`config.mk`:
```
export PLATFORM = sky130hd
export DESIGN_NAME = sparse_sample_buffer
export DESIGN_NICKNAME = d
export VERILOG_FILES = /design/src/rtl/ssb_pkg.sv /design/src/rtl/sample_discriminator.sv /design/src/rtl/sample_buffer.sv /design/src/rtl/sample_packer.sv /design/src/rtl/sparse_sample_buffer.sv
export SDC_FILE = /design/constraint.sdc
export NUM_CORES = 2
export LEC_CHECK = 0
export ABC_CLOCK_PERIOD_IN_PS = 10850
export BUFFER_PORTS_ARGS = -buffer_cell sky130_fd_sc_hd__clkbuf_2
export CORE_ASPECT_RATIO = 1.75
export CORE_UTILIZATION = 53
export CTS_CLUSTER_SIZE = 10
export DETAILED_ROUTE_END_ITERATION = 16
export PLACE_DENSITY = 0.69
export SETUP_SLACK_MARGIN = 0.1
export SLEW_MARGIN = 20
export SYNTH_ARGS = -nofsm -noshare
export SYNTH_HDL_FRONTEND = slang
export SYNTH_SLANG_ARGS = --single-unit
```
`constraint.sdc`:
```
create_clock -name clk -period 10.85 [get_ports clk]
set_input_delay 1.6275 -clock clk [delete_from_list [all_inputs] [get_ports clk]]
set_output_delay 1.6275 -clock clk [all_outputs]
set_load 0.1 [all_outputs]
```
`src/rtl/ssb_pkg.sv`:
```
/* sparse sample buffer shared definitions
   widths, depths, start/stop command encoding and the bundled signal types */
package ssb_pkg;

  localparam int channels = 2;  // input channels
  localparam int ch_sel_width = 1;  // bits to select a channel
  localparam int sample_width = 16;
  localparam int data_depth = 64;  // entries per channel bank, data buffer
  localparam int tstamp_depth = 16;  // entries per channel bank, timestamp buffer
  localparam int index_width = 8;  // stored-sample count per channel
  localparam int clock_width = 24;  // cycles since capture start
  localparam int tstamp_width = clock_width + index_width;  // clock in the upper bits
  localparam int out_width = 32;  // output stream word

  // thresholds out of reach of any 16-bit signed sample
  localparam logic [sample_width-1:0] thresh_high_init = 16'h7fff;
  localparam logic [sample_width-1:0] thresh_low_init = 16'h8000;

  // bit 1 requests start, bit 0 requests stop; both together acts as stop
  typedef enum logic [1:0] {
    cmd_none       = 2'b00,
    cmd_stop       = 2'b01,
    cmd_start      = 2'b10,
    cmd_start_stop = 2'b11
  } ssb_cmd_e;

  // raw samples, all channels in parallel, no back-pressure
  typedef struct packed {
    logic                                     valid;
    logic [channels-1:0][sample_width-1:0]    data;
  } samples_t;

  // realtime threshold write, signed values per channel
  typedef struct packed {
    logic                                     valid;
    logic [channels-1:0][sample_width-1:0]    high;
    logic [channels-1:0][sample_width-1:0]    low;
  } thresholds_t;

  // discriminator to data buffer
  typedef struct packed {
    logic [channels-1:0]                      valid;
    logic [channels-1:0][sample_width-1:0]    data;
  } disc_data_t;

  // discriminator to timestamp buffer
  typedef struct packed {
    logic [channels-1:0]                      valid;
    logic [channels-1:0][tstamp_width-1:0]    tstamp;
  } disc_tstamp_t;

  // valid/ready stream word, ready travels on its own wire
  typedef struct packed {
    logic [out_width-1:0]                     data;
    logic                                     valid;
    logic                                     last;
  } out_stream_t;

endpackage

```
`src/rtl/sample_discriminator.sv`:
```
/* hysteresis discriminator, one per channel
   forwards high-phase samples and one timestamp per rising edge */
`timescale 1ns/10ps
module sample_discriminator (
  input  logic                   clk,
  input  logic                   reset,
  input  ssb_pkg::samples_t      samples_in,
  input  ssb_pkg::thresholds_t   thresholds_in,
  input  logic                   start,  // new capture, clears all tracking state
  output ssb_pkg::disc_data_t    data_out,
  output ssb_pkg::disc_tstamp_t  tstamps_out
);

  logic [ssb_pkg::channels-1:0][ssb_pkg::sample_width-1:0] thresh_high;
  logic [ssb_pkg::channels-1:0][ssb_pkg::sample_width-1:0] thresh_low;
  logic [ssb_pkg::channels-1:0]                           is_high;
  logic [ssb_pkg::channels-1:0]                           next_high;  // state after this sample
  logic [ssb_pkg::channels-1:0]                           rising;
  logic [ssb_pkg::channels-1:0][ssb_pkg::index_width-1:0] index;  // samples forwarded so far
  logic [ssb_pkg::clock_width-1:0]                        clock_count;

  // signed compare against the held thresholds
  always_comb begin
    for (int i = 0; i < ssb_pkg::channels; i++) begin
      if ($signed(samples_in.data[i]) > $signed(thresh_high[i])) begin
        next_high[i] = 1'b1;
      end else if ($signed(samples_in.data[i]) < $signed(thresh_low[i])) begin
        next_high[i] = 1'b0;
      end else begin
        next_high[i] = is_high[i];  // in the band, hold
      end
    end
  end

  assign rising = next_high & ~is_high;

  // thresholds, realtime write with no handshake
  always_ff @(posedge clk) begin
    if (reset) begin
      thresh_high <= {ssb_pkg::channels{ssb_pkg::thresh_high_init}};
      thresh_low <= {ssb_pkg::channels{ssb_pkg::thresh_low_init}};
    end else if (thresholds_in.valid) begin
      thresh_high <= thresholds_in.high;
      thresh_low <= thresholds_in.low;
    end
  end

  // tracking state and output valids
  always_ff @(posedge clk) begin
    if (reset) begin
      is_high <= '0;
      index <= '0;
      clock_count <= '0;
      data_out.valid <= '0;
      tstamps_out.valid <= '0;
    end else if (start) begin
      is_high <= '0;  // start wins over a sample in the same cycle
      index <= '0;
      clock_count <= '0;
      data_out.valid <= '0;
      tstamps_out.valid <= '0;
    end else begin
      clock_count <= clock_count + 1'b1;  // free running, wraps
      data_out.valid <= '0;
      tstamps_out.valid <= '0;
      if (samples_in.valid) begin
        is_high <= next_high;
        data_out.valid <= next_high;
        tstamps_out.valid <= rising;
        for (int i = 0; i < ssb_pkg::channels; i++) begin
          if (next_high[i]) index[i] <= index[i] + 1'b1;
        end
      end
    end
  end

  // payload, qualified by the valids above
  always_ff @(posedge clk) begin
    data_out.data <= samples_in.data;
    for (int i = 0; i < ssb_pkg::channels; i++) begin
      tstamps_out.tstamp[i] <= {clock_count, index[i]};  // index before this sample
    end
  end

endmodule

```
`src/rtl/sample_buffer.sv`:
```
/* banked capture memory, one bank per channel
   captures between start and stop/full, then reads out count word + entries per bank */
`timescale 1ns/10ps
module sample_buffer #(
  parameter int WIDTH = 16,  // entry width
  parameter int DEPTH = 64   // entries per bank
) (
  input  logic                                  clk,
  input  logic                                  reset,
  input  logic [ssb_pkg::channels-1:0]          wr_valid,
  input  logic [ssb_pkg::channels-1:0][WIDTH-1:0] wr_data,
  input  logic                                  start,
  input  logic                                  stop,
  input  logic                                  stop_other,  // the other buffer filled
  output logic                                  full,
  output logic [WIDTH-1:0]                      rd_data,
  output logic                                  rd_valid,
  output logic                                  rd_last,
  input  logic                                  rd_ready
);

  localparam int addr_width = $clog2(DEPTH);
  localparam int count_width = $clog2(DEPTH + 1);  // count reaches DEPTH

  typedef enum logic [1:0] {
    st_idle,
    st_capture,
    st_readout
  } state_e;

  state_e                                           state;
  logic [WIDTH-1:0]                                 mem [ssb_pkg::channels][DEPTH];
  logic [ssb_pkg::channels-1:0][count_width-1:0]    wr_ptr;  // doubles as bank count
  logic [ssb_pkg::channels-1:0]                     bank_full;
  logic [ssb_pkg::ch_sel_width-1:0]                 rd_ch;
  logic [count_width-1:0]                           rd_idx;  // 0 is the count word
  logic                                             rd_bank_end;
  logic                                             rd_last_ch;

  always_comb begin
    for (int i = 0; i < ssb_pkg::channels; i++) begin
      bank_full[i] = (wr_ptr[i] == count_width'(DEPTH));
    end
  end

  assign full = (state == st_capture) && (|bank_full);  // one cycle, state leaves capture

  // bank writes, dropped once the bank is full
  always_ff @(posedge clk) begin
    for (int i = 0; i < ssb_pkg::channels; i++) begin
      if (state == st_capture && wr_valid[i] && !bank_full[i]) begin
        mem[i][wr_ptr[i][addr_width-1:0]] <= wr_data[i];
      end
    end
  end

  assign rd_bank_end = (rd_idx == wr_ptr[rd_ch]);
  assign rd_last_ch = (rd_ch == ssb_pkg::ch_sel_width'(ssb_pkg::channels - 1));

  // readout word select
  always_comb begin
    if (rd_idx == '0) begin
      rd_data = WIDTH'(wr_ptr[rd_ch]);  // count word, zero extended
    end else begin
      rd_data = mem[rd_ch][addr_width'(rd_idx - count_width'(1))];
    end
  end

  assign rd_valid = (state == st_readout);
  assign rd_last = rd_valid && rd_last_ch && rd_bank_end;

  always_ff @(posedge clk) begin
    if (reset) begin
      state <= st_idle;
      wr_ptr <= '0;
      rd_ch <= '0;
      rd_idx <= '0;
    end else begin
      unique case (state)
        st_idle: begin
          if (start) begin
            state <= st_capture;
            wr_ptr <= '0;  // previous capture discarded
          end
        end
        st_capture: begin
          for (int i = 0; i < ssb_pkg::channels; i++) begin
            if (wr_valid[i] && !bank_full[i]) wr_ptr[i] <= wr_ptr[i] + 1'b1;
          end
          if (stop || stop_other || full) begin
            state <= st_readout;
            rd_ch <= '0;
            rd_idx <= '0;
          end
        end
        st_readout: begin
          if (rd_ready) begin  // rd_valid is high throughout readout
            if (!rd_bank_end) begin
              rd_idx <= rd_idx + 1'b1;
            end else if (rd_last_ch) begin
              state <= st_idle;  // final word of last bank gone
            end else begin
              rd_ch <= rd_ch + 1'b1;
              rd_idx <= '0;
            end
          end
        end
        default: state <= st_idle;
      endcase
    end
  end

endmodule

```
`src/rtl/sample_packer.sv`:
```
/* packs two 16-bit buffer words per 32-bit stream word, first word low
   an odd tail goes out with a zero upper half */
`timescale 1ns/10ps
module sample_packer (
  input  logic                              clk,
  input  logic                              reset,
  input  logic [ssb_pkg::sample_width-1:0]  in_data,
  input  logic                              in_valid,
  input  logic                              in_last,
  output logic                              in_ready,
  output ssb_pkg::out_stream_t              data_out,
  input  logic                              out_ready
);

  logic [ssb_pkg::sample_width-1:0] low_half;  // first word of a pair
  logic                             have_low;
  logic                             in_ok;  // input transfer
  logic                             emit;   // staged word loads this cycle

  // staged word can move when empty or leaving now
  assign in_ready = !data_out.valid || out_ready;
  assign in_ok = in_valid && in_ready;
  assign emit = in_ok && (have_low || in_last);

  always_ff @(posedge clk) begin
    if (reset) begin
      data_out.valid <= 1'b0;
      data_out.last <= 1'b0;
      have_low <= 1'b0;
    end else begin
      if (emit) begin
        data_out.valid <= 1'b1;
        data_out.last <= in_last;
        have_low <= 1'b0;
      end else begin
        if (out_ready) begin
          data_out.valid <= 1'b0;  // staged word taken, nothing new
          data_out.last <= 1'b0;
        end
        if (in_ok) have_low <= 1'b1;  // first half waits
      end
    end
  end

  always_ff @(posedge clk) begin
    if (in_ok && !have_low) low_half <= in_data;
    if (emit) begin
      if (have_low) begin
        data_out.data <= {in_data, low_half};
      end else begin
        data_out.data <= {{ssb_pkg::sample_width{1'b0}}, in_data};  // lone last word
      end
    end
  end

endmodule

```
`src/rtl/sparse_sample_buffer.sv`:
```
/* two-channel sparse capture: discriminator feeding a data and a timestamp buffer
   after a stop, all timestamps then the packed data leave on one stream */
`timescale 1ns/10ps
module sparse_sample_buffer (
  input  logic                    clk,
  input  logic                    reset,
  input  ssb_pkg::samples_t       samples_in,
  input  ssb_pkg::thresholds_t    thresholds_in,
  input  ssb_pkg::ssb_cmd_e       cmd_in,
  input  logic                    cmd_valid,
  input  logic                    start_aux,
  output ssb_pkg::out_stream_t    data_out,
  input  logic                    out_ready
);

  typedef enum logic {
    phase_tstamp,
    phase_data
  } phase_e;

  phase_e                               phase;
  logic                                 start_aux_q;
  logic                                 start_req, stop_req;
  logic                                 start_pulse, stop_pulse;
  logic                                 busy;  // capture or readout in flight
  logic                                 data_full, ts_full;
  ssb_pkg::disc_data_t                  disc_data;
  ssb_pkg::disc_tstamp_t                disc_tstamp;
  logic [ssb_pkg::sample_width-1:0]     buf_data;
  logic                                 buf_valid, buf_last, buf_ready;
  logic [ssb_pkg::tstamp_width-1:0]     ts_data;
  logic                                 ts_valid, ts_last, ts_ready;
  ssb_pkg::out_stream_t                 pk_out;
  logic                                 pk_ready;

  assign start_req = (cmd_valid && cmd_in == ssb_pkg::cmd_start) || (start_aux && !start_aux_q);
  assign stop_req = cmd_valid && (cmd_in == ssb_pkg::cmd_stop || cmd_in == ssb_pkg::cmd_start_stop);

  // one-cycle start/stop pulses, starts ignored until the last word has left
  always_ff @(posedge clk) begin
    if (reset) begin
      start_aux_q <= 1'b0;
      start_pulse <= 1'b0;
      stop_pulse <= 1'b0;
      busy <= 1'b0;
    end else begin
      start_aux_q <= start_aux;
      start_pulse <= start_req && !busy && !start_pulse;
      stop_pulse <= stop_req;
      if (start_pulse) begin
        busy <= 1'b1;
      end else if (data_out.valid && out_ready && data_out.last) begin
        busy <= 1'b0;  // both buffers back in idle
      end
    end
  end

  sample_discriminator disc_inst (
    .clk, .reset,
    .samples_in, .thresholds_in,
    .start(start_pulse),
    .data_out(disc_data),
    .tstamps_out(disc_tstamp)
  );

  sample_buffer #(.WIDTH(ssb_pkg::sample_width), .DEPTH(ssb_pkg::data_depth)) data_buf_inst (
    .clk, .reset,
    .wr_valid(disc_data.valid), .wr_data(disc_data.data),
    .start(start_pulse), .stop(stop_pulse),
    .stop_other(ts_full), .full(data_full),  // full flags cross-stop the buffers
    .rd_data(buf_data), .rd_valid(buf_valid), .rd_last(buf_last), .rd_ready(buf_ready)
  );

  sample_buffer #(.WIDTH(ssb_pkg::tstamp_width), .DEPTH(ssb_pkg::tstamp_depth)) ts_buf_inst (
    .clk, .reset,
    .wr_valid(disc_tstamp.valid), .wr_data(disc_tstamp.tstamp),
    .start(start_pulse), .stop(stop_pulse),
    .stop_other(data_full), .full(ts_full),
    .rd_data(ts_data), .rd_valid(ts_valid), .rd_last(ts_last), .rd_ready(ts_ready)
  );

  sample_packer packer_inst (
    .clk, .reset,
    .in_data(buf_data), .in_valid(buf_valid), .in_last(buf_last), .in_ready(buf_ready),
    .data_out(pk_out), .out_ready(pk_ready)
  );

  // timestamps first, then data
  always_ff @(posedge clk) begin
    if (reset) begin
      phase <= phase_tstamp;
    end else begin
      unique case (phase)
        phase_tstamp: if (ts_valid && ts_ready && ts_last) phase <= phase_data;
        phase_data:   if (pk_out.valid && pk_ready && pk_out.last) phase <= phase_tstamp;
        default:      phase <= phase_tstamp;
      endcase
    end
  end

  always_comb begin
    if (phase == phase_tstamp) begin
      data_out.data = ts_data;  // same width as the stream
      data_out.valid = ts_valid;
      data_out.last = 1'b0;  // last only closes the data phase
    end else begin
      data_out = pk_out;
    end
  end

  assign ts_ready = out_ready && (phase == phase_tstamp);
  assign pk_ready = out_ready && (phase == phase_data);

endmodule

```
# ---- Word-level counts from Yosys, hierarchy flattened
# Memories as Yosys holds them, arrays and structs flattened. A register that Yosys moved wholly into a read port is not among the register bits.
# Index checks and enable logic that the tools add are counted.
dict set report classes {
  n_addsub 13
  order_cmp 16
  n_eq_ne 29
  n_mux 84
  n_bitwise 10
  reduce_logical 82
}
# op count
set ops {}
lappend ops {{$mux 1024} 2}
lappend ops {{$mux 512} 2}
lappend ops {{$demux 32 s4} 2}
lappend ops {{$demux 16 s6} 2}
lappend ops {{$mux 32} 5}
lappend ops {{$bmux 32 s4} 1}
lappend ops {{$bmux 16 s6} 1}
lappend ops {{$mux 16} 6}
lappend ops {{$mux 7} 8}
lappend ops {{$mux 5} 8}
lappend ops {{$logic_and 1x1->1} 38}
lappend ops {{$mux 34} 1}
lappend ops {{$gt 16x16->1} 2}
lappend ops {{$lt 16x16->1} 2}
lappend ops {{$pmux 14 s2} 1}
lappend ops {{$ne 2x2->1 const B} 13}
lappend ops {{$add 24x1->24 const B} 1}
lappend ops {{$mux 1} 24}
lappend ops {{$mux 2} 11}
lappend ops {{$add 7x1->7 const B} 3}
lappend ops {{$ge 7x7->1 const B} 3}
lappend ops {{$not 6->7} 3}
lappend ops {{$pmux 10 s2} 1}
lappend ops {{$add 8x1->8 const B} 2}
lappend ops {{other kinds (38)} 92}
dict set report word_totals {
  register_bits 304
  mem_bits_rw 3072
  inputBits 105
  out_inout_bits 34
  n_memories 2
}
# name depth word_bits read_ports rd_clocked_by_memory_dff write_ports line_no
set mem_list {}
lappend mem_list {data_buf_inst.mem 2 1024 1 1 2 sample_buffer.sv:32} ;# logic [WIDTH-1:0] mem [ssb_pkg::channels][DEPTH];
lappend mem_list {ts_buf_inst.mem 2 512 1 1 2 sample_buffer.sv:32}

# ---- Logic depth before layout (Yosys ltp)
dict set report logic_depth {
  ltp_word 11
  mapped_depth 17
}

# ---- By module
# Synthesis repeated with hierarchy kept, for this count alone.
dict set report hier_totals {
  cells_unflattened 6357
  area_unflattened_um2 131133.3
}
# module n_inst cells_each area_per_inst_um2 seq_area_each_um2
set by_module_without_submodules {}
lappend by_module_without_submodules {{sample_buffer at data_buf_inst} 1 3710 80776.2 61999.5}
lappend by_module_without_submodules {{sample_buffer at ts_buf_inst} 1 1727 40368.7 31129.9}
lappend by_module_without_submodules {sample_discriminator 1 764 7439.6 3643.5}
lappend by_module_without_submodules {sample_packer 1 101 1880.6 1501.4}
lappend by_module_without_submodules {sparse_sample_buffer 1 55 668.1 100.1}

# ---- Worst setup path before layout
# No wires, ideal clock.
dict set report synth_timing {
  kind {register -> output}
  startpoint {register ts_buf_inst.rd_idx[0]}
  endpoint {output port data_out[10] in the netlist's numbering}
  arrival_time_ps 4509
  required_time_ps 9223
  path_slack_ps 4713
  stages_incl_launch_ff 10
  cell_sequence {dfxtp_1 buf_2 inv_1 ha_1 buf_1 clkbuf_1 buf_1 mux4_2 mux2i_1 o21ai_0}
}
# item line_no
set synth_lines {}
lappend synth_lines {{from (decl)} sample_buffer.sv:36} ;# logic [count_width-1:0] rd_idx;
lappend synth_lines {{from (signal assigned)} sample_buffer.sv:99} ;# rd_idx <= rd_idx + 1'b1;
lappend synth_lines {{to (decl)} sparse_sample_buffer.sv:12} ;# output ssb_pkg::out_stream_t data_out,

==> impl_metrics.json <==
{
  "cts_setup_buffers": 0,
  "worst_pin_slew_ps": 1190,
  "grt_overflow": 0,
  "grt.total_usage_pct": 29.2,
  "cts_buffer_depth": 4,
  "start_kind": "flop",
  "tns_ps": 0,
  "p_comb_share_pct": 1.4,
  "synth_cell_types": 68,
  "clkSinkCount": 3354,
  "die_h_um": 657,
  "grt_pass1_wl_um": 506000,
  "viasPerCell": 6.53,
  "clock.fmax_ghz": 0.137,
  "critPathMaxStageDelay_ps": 1040,
  "status": "finished, final reports clean",
  "switching_power_mw": 5.22,
  "rows": 240,
  "grt_pass1_vias": 68800,
  "crit_required_ps": 9220,
  "core_mm2": 0.244,
  "antenna_found_initial": 15,
  "yosysSeqAreaShare_pct": 75.8,
  "ys_ff_latch": 3354,
  "die-area_mm2": 0.247,
  "drive_gt1_share_pct": 26.5,
  "port_buffers": 138,
  "io_pins": 139,
  "final_cells": 10100,
  "wl_met1_um": 117000,
  "fin_crit_ps": 7310,
  "dp_hpwl_um": 207000,
  "synth_edf_count": 3120,
  "top_layer": "met5",
  "synth.area.top_cells": "edfxtp_1 72%, mux4_2 16%, dfxtp_1 3.6%",
  "place_congestion": 0.904,
  "report.final.slew_viol_count": 0,
  "worstSkewPairLatency_ps": 920,
  "route.detailed.drc": 0,
  "nets": 6814,
  "power_mw": 25.9,
  "placed_cells": 9512,
  "grt_start_max_net_pins": 146,
  "fin_crit_sh_pct": 67.4,
  "htree_levels": 5,
  "drt-initial-drc-count": 7790,
  "yosysTopAreaCell": "edfxtp_1",
  "dp_slack_ps": 4600,
  "synth_top_area_share_pct": 72.1,
  "cp_common_cell": "mux4_2",
  "drv.max_cap_violation_count": 0,
  "crit_chain": "buf_12, buf_4, mux4_2, mux4_2, mux2i_1, o21ai_0, clkbuf_2",
  "mostFrequentLayoutCells": "3120 x edfxtp_1, 897 x mux4_2, 383 x clkbuf_16",
  "cp_data_arrival_time_ps": 5690,
  "wl_met2_um": 187000,
  "vdd_drop_max_mv": 0.122,
  "root_buffer": "clkbuf_16",
  "setup_viol": 0,
  "synthesis.area_mm2": 0.130,
  "clockPowerShare_pct": 43.6,
  "die_w_um": 376,
  "ys_async_sr_fraction_pct": 0,
  "p_int_mw": 20.7,
  "route.met3.wl_um": 28300,
  "num_vias": 66100,
  "p_leak_nw": 45.8,
  "syn_nets": 6388,
  "start_util_pct": 53.3,
  "syn_area_per_cell_um2": 20.9,
  "ant_nets": 0,
  "crit_path_end_kind": "primary output",
  "ys.flop_type": "edfxtp_1",
  "path_delay_family": "buffers and inverters",
  "post_cts_resized": 0,
  "cp.buffers_inverters": 3,
  "final_common_cell": "edfxtp_1",
  "powerDensity_mw_per_mm2": 177,
  "p_sw_share_pct": 20.1,
  "ctsHoldBuffers": 0,
  "wirelength_um": 357000,
  "ys_warn_count": 0,
  "critPathKind": "reg -> out",
  "skew_ps": 55.6,
  "rsz0062_at_grt": "no",
  "cp_slowest_cell": "dfxtp_4",
  "hold_viol": 0,
  "layout_setup_ws_ps": 3540,
  "drtPass1Iterations": 5,
  "hold_class": "reg -> reg",
  "clk_pin_slew_worst_paths_ps": 60,
  "wl_per_cell_um": 35.3,
  "cts_made_buffers": 378,
  "syn_inst": 6201,
  "slew_headroom_pct": 20.9,
  "area_growth_pct": 12.6,
  "crit_fanout": 145,
  "cts_tree": "built",
  "p_seq_share_pct": 55.0
}
-- synthesized netlist by cell type, drive strengths merged, types with 3 or more instances --
cell type,count
inv,96
buf,144
o21a,5
clkbuf,182
dfxtp,234
a211oi,42
mux2,28
a32oi,22
nand3,60
xnor2,19
nand2,271
nor2,282
or3b,4
a2111oi,5
or3,34
a21oi,90
edfxtp,3120
nor4,6
and2,52
and3,23
nor3b,5
a31oi,27
or2,6
nand4,37
o221ai,10
o31ai,6
o21ai,90
a41oi,3
ha,82
xor2,31
o211ai,31
mux2i,126
and4,6
nor3,30
nand2b,18
mux4,897
o2111ai,14
o22ai,3
nor2b,17
a32o,3
a21o,14
-- final cells by class --
type	count	area, um2
Clock buffer	569	10300
Inverter	97	364
Clock inverter	16	243
Tap cell	3267	4090
Fill cell	17100	97700
Multi-Input combinational cell	2424	30000
Timing Repair Buffer	372	2610
Antenna cell	10	25.0
Sequential cell	3354	98500
-- cell families after synthesis --
| kind of cell | share of synthesized area (%) |
|---|---|
| flip-flops | 75.8 |
| multiplexers | 16.8 |
| AND/OR/NAND/NOR | 3.03 |
| buffers and inverters | 1.41 |
| AO/OA/AOI/OAI | 1.91 |
| adder cells (fa/ha/maj) | 0.790 |
| XOR/XNOR | 0.337 |
-- flip-flops by register name, indices dropped and copies added (netlist names), 10 cells and up, named ones only --
| register | count |
|---|---|
| disc_inst.index | 16 |
| disc_inst.data_out | 34 |
| disc_inst.tstamps_out | 42 |
| disc_inst.clock_count | 24 |
| data_buf_inst.mem | 2048 |
| ts_buf_inst.mem | 1024 |
| packer_inst.low_half | 16 |
| packer_inst.data_out | 34 |
| data_buf_inst.wr_ptr | 14 |
| disc_inst.thresh_high | 32 |
| ts_buf_inst.wr_ptr | 10 |
| disc_inst.thresh_low | 32 |
-- worst paths after layout --
| path | slack (ps) | cells past startpoint | end | from |
|---|---|---|---|---|
| max | 3540 | 7 | data_out[15] | ts_buf_inst.rd_idx[0] |
| min | 370 | 0 | disc_inst.tstamps_out[9] | disc_inst.clock_count[1] |
| max reg2reg | 4860 | 9 | packer_inst.data_out[5] | data_buf_inst.rd_idx[0] |
| min reg2reg | 370 | 0 | disc_inst.tstamps_out[9] | disc_inst.clock_count[1] |
-- metrics by stage --
step / utilization [%] / cell area, um2 / hold slack [ps]
2_1_floorplan: - / 130000 / 339
3_3_place_gp: 55.6 / 136000 / 362
3_5_place_dp: 55.6 / 136000 / 365
4_1_cts: 59.9 / 146000 / 373
5_1_grt: 59.9 / 146000 / 384
6_report: 59.9 / 146000 / 372
-- routing by layer --
| metal | GRT usage, % | up-vias |
|---|---|---|
| li1 | - | 26300 |
| met1 | 34.1 | 34900 |
| met2 | 50.9 | 3793 |
| met3 | 4.66 | 961 |
| met4 | 17.2 | 4 |
| met5 | 0 | - |
-- power groups by stage --
stage | logic (mW) | registers [mW] | clock network [mW]
2_1_floorplan | 0.191 | 14.5 | 0
3_3_place_gp | 0.348 | 14.5 | 0
3_5_place_dp | 0.358 | 14.5 | 0
4_1_cts | 0.359 | 14.3 | 11.4
5_1_grt | 0.392 | 14.3 | 11.9
6_report | 0.368 | 14.3 | 11.3
No activity file was read; power rests on OpenSTA's default activity.
